### src/obi_integrity_pkg.sv
// OBI bus integrity package
// Shared field types, checksum widths and the constant values assumed
// for request fields the core never drives

package obi_integrity_pkg;

  // Bus field types
  typedef logic [31:0] bus_addr_t;
  typedef logic [31:0] bus_data_t;
  typedef logic [3:0]  be_t;
  typedef logic [2:0]  prot_t;
  typedef logic [1:0]  memtype_t;

  // Checksum types
  typedef logic [12:0] achk_t;
  typedef logic [4:0]  rchk_t;

  // The core never issues atomics and has a single manager id
  parameter logic [5:0] ATOP_ASSUMED = 6'b00_0000;
  parameter logic [7:0] MID_ASSUMED  = 8'h00;

  // Fetches always read a full word
  parameter be_t INSTR_BE = 4'b1111;

  // rchk bit covering err and exokay, the only bit checked on stores
  parameter int unsigned RCHK_ERR_BIT = 4;

  // Channel kind
  typedef enum logic {
    BUS_INSTR,
    BUS_DATA
  } obi_bus_e;

endpackage : obi_integrity_pkg
### src/obi_integrity_top.sv
// OBI bus integrity unit
// Instruction and data channels with shared enable and major alert

module obi_integrity_top #(
  parameter int unsigned MAX_OUTSTANDING = 2
) (
  input  logic                         clk_i,
  input  logic                         arst_n,
  // Instruction bus
  input  logic                         instr_req,
  input  obi_integrity_pkg::bus_addr_t instr_addr,
  input  logic                         instr_dbg,
  input  obi_integrity_pkg::prot_t     instr_prot,
  input  obi_integrity_pkg::memtype_t  instr_memtype,
  input  logic                         instr_integrity,
  input  logic                         instr_gnt,
  input  logic                         instr_gntpar,
  input  logic                         instr_rvalid,
  input  logic                         instr_rvalidpar,
  input  obi_integrity_pkg::bus_data_t instr_rdata,
  input  logic                         instr_err,
  input  obi_integrity_pkg::rchk_t     instr_rchk,
  output logic                         instr_reqpar,
  output obi_integrity_pkg::achk_t     instr_achk,
  output logic                         instr_integrity_err,
  // Data bus
  input  logic                         data_req,
  input  obi_integrity_pkg::bus_addr_t data_addr,
  input  obi_integrity_pkg::bus_data_t data_wdata,
  input  obi_integrity_pkg::be_t       data_be,
  input  logic                         data_we,
  input  logic                         data_dbg,
  input  obi_integrity_pkg::prot_t     data_prot,
  input  obi_integrity_pkg::memtype_t  data_memtype,
  input  logic                         data_integrity,
  input  logic                         data_gnt,
  input  logic                         data_gntpar,
  input  logic                         data_rvalid,
  input  logic                         data_rvalidpar,
  input  obi_integrity_pkg::bus_data_t data_rdata,
  input  logic                         data_err,
  input  obi_integrity_pkg::rchk_t     data_rchk,
  output logic                         data_reqpar,
  output obi_integrity_pkg::achk_t     data_achk,
  output logic                         data_integrity_err,
  // Configuration and alerts
  input  logic                         cfg_we,
  input  logic                         cfg_integrity_en,
  output logic                         integrity_enabled,
  output logic                         alert_major,
  output logic                         rchk_err_instr,
  output logic                         rchk_err_data
);
  import obi_integrity_pkg::*;

  logic instr_chk_fault;
  logic instr_parity_fault;
  logic data_chk_fault;
  logic data_parity_fault;

  // Fetch side has no write fields, tie them to the fetch defaults
  obi_integrity_channel #(
    .BUS             (BUS_INSTR),
    .MAX_OUTSTANDING (MAX_OUTSTANDING)
  ) u_instr_channel (
    .clk_i             (clk_i),
    .arst_n            (arst_n),
    .integrity_enabled (integrity_enabled),
    .req               (instr_req),
    .addr              (instr_addr),
    .wdata             ('0),
    .be                (INSTR_BE),
    .we                (1'b0),
    .dbg               (instr_dbg),
    .prot              (instr_prot),
    .memtype           (instr_memtype),
    .integrity         (instr_integrity),
    .gnt               (instr_gnt),
    .gntpar            (instr_gntpar),
    .rvalid            (instr_rvalid),
    .rvalidpar         (instr_rvalidpar),
    .rdata             (instr_rdata),
    .err               (instr_err),
    .rchk              (instr_rchk),
    .reqpar            (instr_reqpar),
    .achk              (instr_achk),
    .integrity_err     (instr_integrity_err),
    .chk_fault         (instr_chk_fault),
    .parity_fault      (instr_parity_fault)
  );

  obi_integrity_channel #(
    .BUS             (BUS_DATA),
    .MAX_OUTSTANDING (MAX_OUTSTANDING)
  ) u_data_channel (
    .clk_i             (clk_i),
    .arst_n            (arst_n),
    .integrity_enabled (integrity_enabled),
    .req               (data_req),
    .addr              (data_addr),
    .wdata             (data_wdata),
    .be                (data_be),
    .we                (data_we),
    .dbg               (data_dbg),
    .prot              (data_prot),
    .memtype           (data_memtype),
    .integrity         (data_integrity),
    .gnt               (data_gnt),
    .gntpar            (data_gntpar),
    .rvalid            (data_rvalid),
    .rvalidpar         (data_rvalidpar),
    .rdata             (data_rdata),
    .err               (data_err),
    .rchk              (data_rchk),
    .reqpar            (data_reqpar),
    .achk              (data_achk),
    .integrity_err     (data_integrity_err),
    .chk_fault         (data_chk_fault),
    .parity_fault      (data_parity_fault)
  );

  integrity_alert_ctrl u_alert_ctrl (
    .clk_i              (clk_i),
    .arst_n             (arst_n),
    .cfg_we             (cfg_we),
    .cfg_integrity_en   (cfg_integrity_en),
    .instr_parity_fault (instr_parity_fault),
    .data_parity_fault  (data_parity_fault),
    .instr_chk_fault    (instr_chk_fault),
    .data_chk_fault     (data_chk_fault),
    .integrity_enabled  (integrity_enabled),
    .alert_major        (alert_major),
    .rchk_err_instr     (rchk_err_instr),
    .rchk_err_data      (rchk_err_data)
  );

endmodule : obi_integrity_top

### src/integrity_alert_ctrl.sv
// Integrity alert control
// Holds the integrity enable and registers the major alert and the
// per-bus checksum error flags

module integrity_alert_ctrl (
  input  logic clk_i,
  input  logic arst_n,
  input  logic cfg_we,
  input  logic cfg_integrity_en,
  input  logic instr_parity_fault,
  input  logic data_parity_fault,
  input  logic instr_chk_fault,
  input  logic data_chk_fault,
  output logic integrity_enabled,
  output logic alert_major,
  output logic rchk_err_instr,
  output logic rchk_err_data
);

  logic any_fault;

  assign any_fault = instr_parity_fault || data_parity_fault ||
                     instr_chk_fault || data_chk_fault;

  // Checking is on out of reset
  always_ff @(posedge clk_i or negedge arst_n) begin
    if (!arst_n) begin
      integrity_enabled <= 1'b1;
    end else if (cfg_we) begin
      integrity_enabled <= cfg_integrity_en;
    end
  end

  always_ff @(posedge clk_i or negedge arst_n) begin
    if (!arst_n) begin
      alert_major    <= 1'b0;
      rchk_err_instr <= 1'b0;
      rchk_err_data  <= 1'b0;
    end else begin
      alert_major    <= any_fault;
      rchk_err_instr <= instr_chk_fault;
      rchk_err_data  <= data_chk_fault;
    end
  end

endmodule : integrity_alert_ctrl

### src/obi_integrity_channel.sv
// OBI integrity channel
// Request checksum and parity, outstanding record and response check
// for one bus

module obi_integrity_channel #(
  parameter obi_integrity_pkg::obi_bus_e BUS             = obi_integrity_pkg::BUS_DATA,
  parameter int unsigned                 MAX_OUTSTANDING = 2
) (
  input  logic                         clk_i,
  input  logic                         arst_n,
  input  logic                         integrity_enabled,
  input  logic                         req,
  input  obi_integrity_pkg::bus_addr_t addr,
  input  obi_integrity_pkg::bus_data_t wdata,
  input  obi_integrity_pkg::be_t       be,
  input  logic                         we,
  input  logic                         dbg,
  input  obi_integrity_pkg::prot_t     prot,
  input  obi_integrity_pkg::memtype_t  memtype,
  input  logic                         integrity,
  input  logic                         gnt,
  input  logic                         gntpar,
  input  logic                         rvalid,
  input  logic                         rvalidpar,
  input  obi_integrity_pkg::bus_data_t rdata,
  input  logic                         err,
  input  obi_integrity_pkg::rchk_t     rchk,
  output logic                         reqpar,
  output obi_integrity_pkg::achk_t     achk,
  output logic                         integrity_err,
  output logic                         chk_fault,
  output logic                         parity_fault
);
  import obi_integrity_pkg::*;

  logic accept;
  logic gnt_fault;
  logic is_store;
  logic head_store;
  logic head_integrity;
  logic head_gnt_fault;

  assign reqpar    = ~req;
  assign accept    = req && gnt;
  assign gnt_fault = (gntpar == gnt);
  assign is_store  = (BUS == BUS_DATA) && we;

  // Parity lines are watched every cycle, independent of the enable
  assign parity_fault = gnt_fault || (rvalidpar == rvalid);

  obi_achk_gen #(
    .BUS (BUS)
  ) u_achk_gen (
    .addr    (addr),
    .wdata   (wdata),
    .be      (be),
    .we      (we),
    .dbg     (dbg),
    .prot    (prot),
    .memtype (memtype),
    .achk    (achk)
  );

  obi_outstanding_fifo #(
    .DEPTH (MAX_OUTSTANDING)
  ) u_outstanding (
    .clk_i          (clk_i),
    .arst_n         (arst_n),
    .push           (accept),
    .pop            (rvalid),
    .push_store     (is_store),
    .push_integrity (integrity),
    .push_gnt_fault (gnt_fault),
    .head_store     (head_store),
    .head_integrity (head_integrity),
    .head_gnt_fault (head_gnt_fault)
  );

  obi_resp_check u_resp_check (
    .integrity_enabled (integrity_enabled),
    .rvalid            (rvalid),
    .rvalidpar         (rvalidpar),
    .rdata             (rdata),
    .err               (err),
    .rchk              (rchk),
    .head_store        (head_store),
    .head_integrity    (head_integrity),
    .head_gnt_fault    (head_gnt_fault),
    .chk_fault         (chk_fault),
    .integrity_err     (integrity_err)
  );

endmodule : obi_integrity_channel

### src/obi_resp_check.sv
// OBI response checker
// Recomputes rchk and flags the integrity error for the response at hand

module obi_resp_check (
  input  logic                         integrity_enabled,
  input  logic                         rvalid,
  input  logic                         rvalidpar,
  input  obi_integrity_pkg::bus_data_t rdata,
  input  logic                         err,
  input  obi_integrity_pkg::rchk_t     rchk,
  input  logic                         head_store,
  input  logic                         head_integrity,
  input  logic                         head_gnt_fault,
  output logic                         chk_fault,
  output logic                         integrity_err
);
  import obi_integrity_pkg::*;

  rchk_t rchk_exp;
  rchk_t rchk_diff;
  logic  mismatch;
  logic  rvalid_par_fault;

  // exokay is never set, so the top bit reduces to err
  assign rchk_exp = {
    err,
    ^rdata[31:24],
    ^rdata[23:16],
    ^rdata[15:8],
    ^rdata[7:0]
  };

  assign rchk_diff = rchk ^ rchk_exp;

  // Store responses carry no data, only the error bit is covered
  assign mismatch = head_store ? rchk_diff[RCHK_ERR_BIT] : (rchk_diff != '0);

  assign chk_fault = rvalid && head_integrity && integrity_enabled && mismatch;

  assign rvalid_par_fault = (rvalidpar == rvalid);

  assign integrity_err = rvalid && (chk_fault || head_gnt_fault || rvalid_par_fault);

endmodule : obi_resp_check

### src/obi_outstanding_fifo.sv
// Outstanding request record
// Keeps store, integrity and grant parity flags for each accepted request
// until its response arrives, in request order

module obi_outstanding_fifo #(
  parameter int unsigned DEPTH = 2
) (
  input  logic clk_i,
  input  logic arst_n,
  input  logic push,
  input  logic pop,
  input  logic push_store,
  input  logic push_integrity,
  input  logic push_gnt_fault,
  output logic head_store,
  output logic head_integrity,
  output logic head_gnt_fault
);

  localparam int unsigned PTR_W = (DEPTH > 1) ? $clog2(DEPTH) : 1;
  localparam int unsigned CNT_W = $clog2(DEPTH + 1);

  // Entry layout is {store, integrity, gnt_fault}
  logic [2:0]       mem [DEPTH];
  logic [PTR_W-1:0] wptr;
  logic [PTR_W-1:0] rptr;
  logic [CNT_W-1:0] count;
  logic             do_pop;

  assign do_pop = pop && (count != '0);

  always_ff @(posedge clk_i) begin
    if (push) begin
      mem[wptr] <= {push_store, push_integrity, push_gnt_fault};
    end
  end

  always_ff @(posedge clk_i or negedge arst_n) begin
    if (!arst_n) begin
      wptr  <= '0;
      rptr  <= '0;
      count <= '0;
    end else begin
      if (push) begin
        wptr <= (wptr == PTR_W'(DEPTH - 1)) ? '0 : wptr + 1'b1;
      end
      if (do_pop) begin
        rptr <= (rptr == PTR_W'(DEPTH - 1)) ? '0 : rptr + 1'b1;
      end
      if (push && !do_pop) begin
        count <= count + 1'b1;
      end else if (!push && do_pop) begin
        count <= count - 1'b1;
      end
    end
  end

  // Nothing outstanding reads as a clean entry
  assign head_store     = (count != '0) && mem[rptr][2];
  assign head_integrity = (count != '0) && mem[rptr][1];
  assign head_gnt_fault = (count != '0) && mem[rptr][0];

endmodule : obi_outstanding_fifo

### src/obi_achk_gen.sv
// OBI request checksum generator
// Builds the 13-bit achk for one bus from the request fields

module obi_achk_gen #(
  parameter obi_integrity_pkg::obi_bus_e BUS = obi_integrity_pkg::BUS_DATA
) (
  input  obi_integrity_pkg::bus_addr_t addr,
  input  obi_integrity_pkg::bus_data_t wdata,
  input  obi_integrity_pkg::be_t       be,
  input  logic                         we,
  input  logic                         dbg,
  input  obi_integrity_pkg::prot_t     prot,
  input  obi_integrity_pkg::memtype_t  memtype,
  output obi_integrity_pkg::achk_t     achk
);
  import obi_integrity_pkg::*;

  bus_data_t wdata_eff;
  be_t       be_eff;
  logic      we_eff;

  // Fetches carry no write data and are always full-word reads
  assign wdata_eff = (BUS == BUS_INSTR) ? '0 : wdata;
  assign be_eff    = (BUS == BUS_INSTR) ? INSTR_BE : be;
  assign we_eff    = (BUS == BUS_INSTR) ? 1'b0 : we;

  assign achk = {
    ^wdata_eff[31:24],
    ^wdata_eff[23:16],
    ^wdata_eff[15:8],
    ^wdata_eff[7:0],
    ~^dbg,
    ^ATOP_ASSUMED,
    ^MID_ASSUMED,
    ~^{be_eff, we_eff},
    ~^{prot, memtype},
    ^addr[31:24],
    ^addr[23:16],
    ^addr[15:8],
    ^addr[7:0]
  };

endmodule : obi_achk_gen

### config.mk
export PLATFORM = sky130hd
export DESIGN_NAME = obi_integrity_top
export DESIGN_NICKNAME = d
export VERILOG_FILES = /design/src/obi_integrity_pkg.sv /design/src/obi_integrity_top.sv /design/src/integrity_alert_ctrl.sv /design/src/obi_integrity_channel.sv /design/src/obi_resp_check.sv /design/src/obi_outstanding_fifo.sv /design/src/obi_achk_gen.sv
export SDC_FILE = /design/constraint.sdc
export NUM_CORES = 1
export LEC_CHECK = 0
export ABC_AREA = 1
export BUFFER_PORTS_ARGS = -buffer_cell sky130_fd_sc_hd__buf_4
export CAP_MARGIN = 20
export CORE_MARGIN = 1
export CORE_UTILIZATION = 36
export DETAILED_ROUTE_END_ITERATION = 12
export GPL_TIMING_DRIVEN = 1
export PLACE_DENSITY = 0.78
export SETUP_SLACK_MARGIN = 0.5
export SLEW_MARGIN = 20
export SYNTH_ARGS = -nofsm -noshare
export SYNTH_HDL_FRONTEND = slang
export SYNTH_SLANG_ARGS = --single-unit
### constraint.sdc
create_clock -name clk_i -period 1.4 [get_ports clk_i]
set_input_delay 0.14 -clock clk_i [delete_from_list [all_inputs] [get_ports clk_i]]
set_output_delay 0.14 -clock clk_i [all_outputs]
set_load 0.05 [all_outputs]
==> impl_metrics.yaml <==
status:
  status: "finished with violations"
  violations: "negative setup slack"
synth:
  synth-main-ff-cell: "dfrtp_1"
  synthArstFlopShare_pct: 54.5
  yosys.area.top_type_share_pct: 34.7
  synth_top_cell_by_area: "xnor2_1"
  ys_warn_count: 0
  synth_common_cells: "xnor2_1, nand2_1, inv_1, xor2_1, nor2_1"
  synth_edf_count: 10
  syn_inst: 397
  yosysMostFrequentCell: "xnor2_1"
  ys_top_cells_by_area: "xnor2_1, nand2_1, xor2_1, edfxtp_1, dfrtp_1"
  synth.cell_area_mm2: 0.00291
  ys_seq_area_share_pct: 20.7
  avgSynthCellArea_um2: 7.32
  ys_ff_latch: 22
  synth_cell_types: 22
floorplanning:
  die_h_um: 91.8
  start_util_pct: 37.4
  io_pins: 239
  rows: 32
  die-area_mm2: 0.00843
  core-area_mm2: 0.00777
  fp.dieW_um: 91.8
clock_network:
  cts.path.max_buffers: 2
  cts_buffers: 3
  path_clk_slew_ns: 0.08
  cts-root-buf: "clkbuf_8"
  h-tree-depth: 1
  tritoncts: "yes"
  clk_latency_ns: 0.27
  cts_sinks: 22
worst_setup_path:
  cp_common_cell: "nand2_1"
  cp-start-kind: "primary input"
  reg2reg_to: "u_data_channel.u_outstanding.count[1]$_DFFE_PN0P_"
  slowest_delay_ns: 0.40
  cp-end-kind: "output port"
  worstPathMaxFanout: 2
  cp_data_required_time_ns: 1.26
  cp_cell_sequence: "buf_4 -> xor2_1 -> inv_1 -> nand2_1 -> nand2_1 -> nand2_1 -> nand2_1 -> nand2_1 -> inv_1 -> nand2_1 -> nand2_1 -> nand2_1 -> nand2_2 -> a21oi_4 -> buf_6"
  reg2reg_depth: 9
  rrSetupSlack_ns: -0.24
  slowest_stage: "xor2_1"
  worstPathArrival_ns: 2.06
  timing.setup.critical_path_class: "in2out"
  r2r_start: "u_data_channel.u_outstanding.count[0]$_DFFE_PN0P_"
global_route:
  grt_pass1_vias: 3891
  grt_max_degree: 13
  antenna_found_initial: 0
  overflow: 0
  track_usage_pct: 32.4
  grt_first_pass_wirelength_um: 20900
layout:
  area_delta_synth_final_pct: 151
  final_nets: 864
  drive_gt1_share_pct: 59.1
  n_antenna_cell: 0
  fin_area_mm2: 0.00728
min_path:
  holdPathStages: 2
  min_path_type: "in2reg"
  hp-start: "cfg_we"
  hold_path_end: "u_alert_ctrl.integrity_enabled$_DFFE_PN1P_"
routing:
  drt_drc_violations_left: 0
  via_per_inst: 5.35
  vias: 4059
  post_drt_wl_per_cell_um: 24.7
  dr.pass1.iters: 5
  drt-total-wl_um: 18800
  antenna_left: 0
  first_iter_violations: 320
timing:
  hold_viol_final: 0
  fin_ws_ns: -0.798
  clock.fmax_mhz: 455
  tns_ns: -2.79
  fin_worst_skew_ns: 0.00683
  setup_violations: 8
  final.min_clock_period_ns: 2.20
  timing.final.crit_share_pct: 157
  rsz0062_at_grt: "true"
  maxSlewViolCount: 0
place:
  dpl_worst_slack_ns: -0.246
  gp_congestion: 0.767
  numPortBuffers: 229
  hpwl_um: 7790
  dpl-instance-area_mm2: 0.00565
pwr:
  power_density_mw_per_mm2: 977
  ir_drop_mv: 0.665
  power.total_w: 0.00711
  p_leak_nw: 3.38
job:
  maxCapViolations: 0
[state kept, by name, indices dropped and copies added, names as in the netlist, 2 cells and up]
signal	count
u_instr_channel.u_outstanding.count	2
u_instr_channel.u_outstanding.mem	4
u_data_channel.u_outstanding.mem	6
u_data_channel.u_outstanding.count	2
[stage by stage]
step,utilization (%),hold WS [ns],std cells
finish,93.7,0.0490,758
global route,93.7,0.0488,758
CTS,87.2,0.0423,754
detailed placement,72.8,-0.00682,743
global placement,72.8,-0.0109,743
floorplan,-,-0.156,404
[layout by cell type (no fill, tap or decap), drive strengths merged, types with 5 or more instances in the layout]
cell type / synthesis / layout
xor2: 39 / 39
o21ai: 6 / 6
nand2: 104 / 104
buf: 9 / 256
conb: 2 / 9
xnor2: 115 / 115
nand3: 17 / 17
a21oi: 5 / 5
edfxtp: 10 / 10
dfrtp: 11 / 11
nor2: 19 / 19
inv: 49 / 49
[where the power goes]
part | total (W) | internal [W] | switching (W)
Clock | 0.000475 | 0.000252 | 0.000224
Sequential | 0.00105 | 0.000858 | 0.000192
Combinational | 0.00559 | 0.00268 | 0.00291
Total | 0.00711 | 0.00379 | 0.00332
[routing by layer]
metal,share of wire (%),track usage [%],wire (µm)
met4,8.2,13.7,1550
met1,33,36.2,6210
met3,11,6.38,2050
met2,48,59.7,8950
met5,0,0,0
[area by class of cell]
cell class | instances | area [µm²]
clock buffer | 4 | 55.1
fill | 226 | 487
inverter | 49 | 186
multi-input combinational | 324 | 3880
sequential | 22 | 603
tap | 102 | 128
timing repair buffer | 257 | 2430
[what timing repair did]
item,4_1_cts,5_1_grt
pin swaps,79,56
hold buffers,1,0
gates resized for setup,175,78
endpoints found under the setup margin,35,38
endpoints found under the hold margin,12,0
buffers inserted,6,4
[worst max-delay path, delay by kind of cell]
kind,cells,cell delay (ns)
AND/OR/NAND/NOR,9,0.90
XOR/XNOR,1,0.40
buffers and inverters,4,0.45
AO/OA/AOI/OAI,1,0.16
[cells by family (layout without fill, tap and decap cells)]
kind of cell / count (synthesis) / after routing / synth area share, %
other cells: 2 / 9 / 0.258
compound gates: 12 / 12 / 2.37
buf+inv: 58 / 310 / 8.66
fa+ha+maj: 2 / 2 / 0.861
simple gates: 147 / 147 / 20.7
xor+xnor: 154 / 154 / 46.4
flops: 22 / 22 / 20.7
[worst max path at each step]
stage	from	endpoint	slack, ns	cells after the start
floorplan	u_alert_ctrl.integrity_enabled$_DFFE_PN1P_	instr_integrity_err	-0.20	4
global placement	instr_rdata[23]	instr_integrity_err	-0.21	13
detailed placement	instr_rdata[23]	instr_integrity_err	-0.25	13
global route	data_rdata[31]	data_integrity_err	-0.84	15
CTS	u_data_channel.u_outstanding.count[1]$_DFFE_PN0P_	data_integrity_err	-0.35	9
finish	data_rdata[31]	data_integrity_err	-0.80	15
No activity file was read; power rests on OpenSTA's default activity.
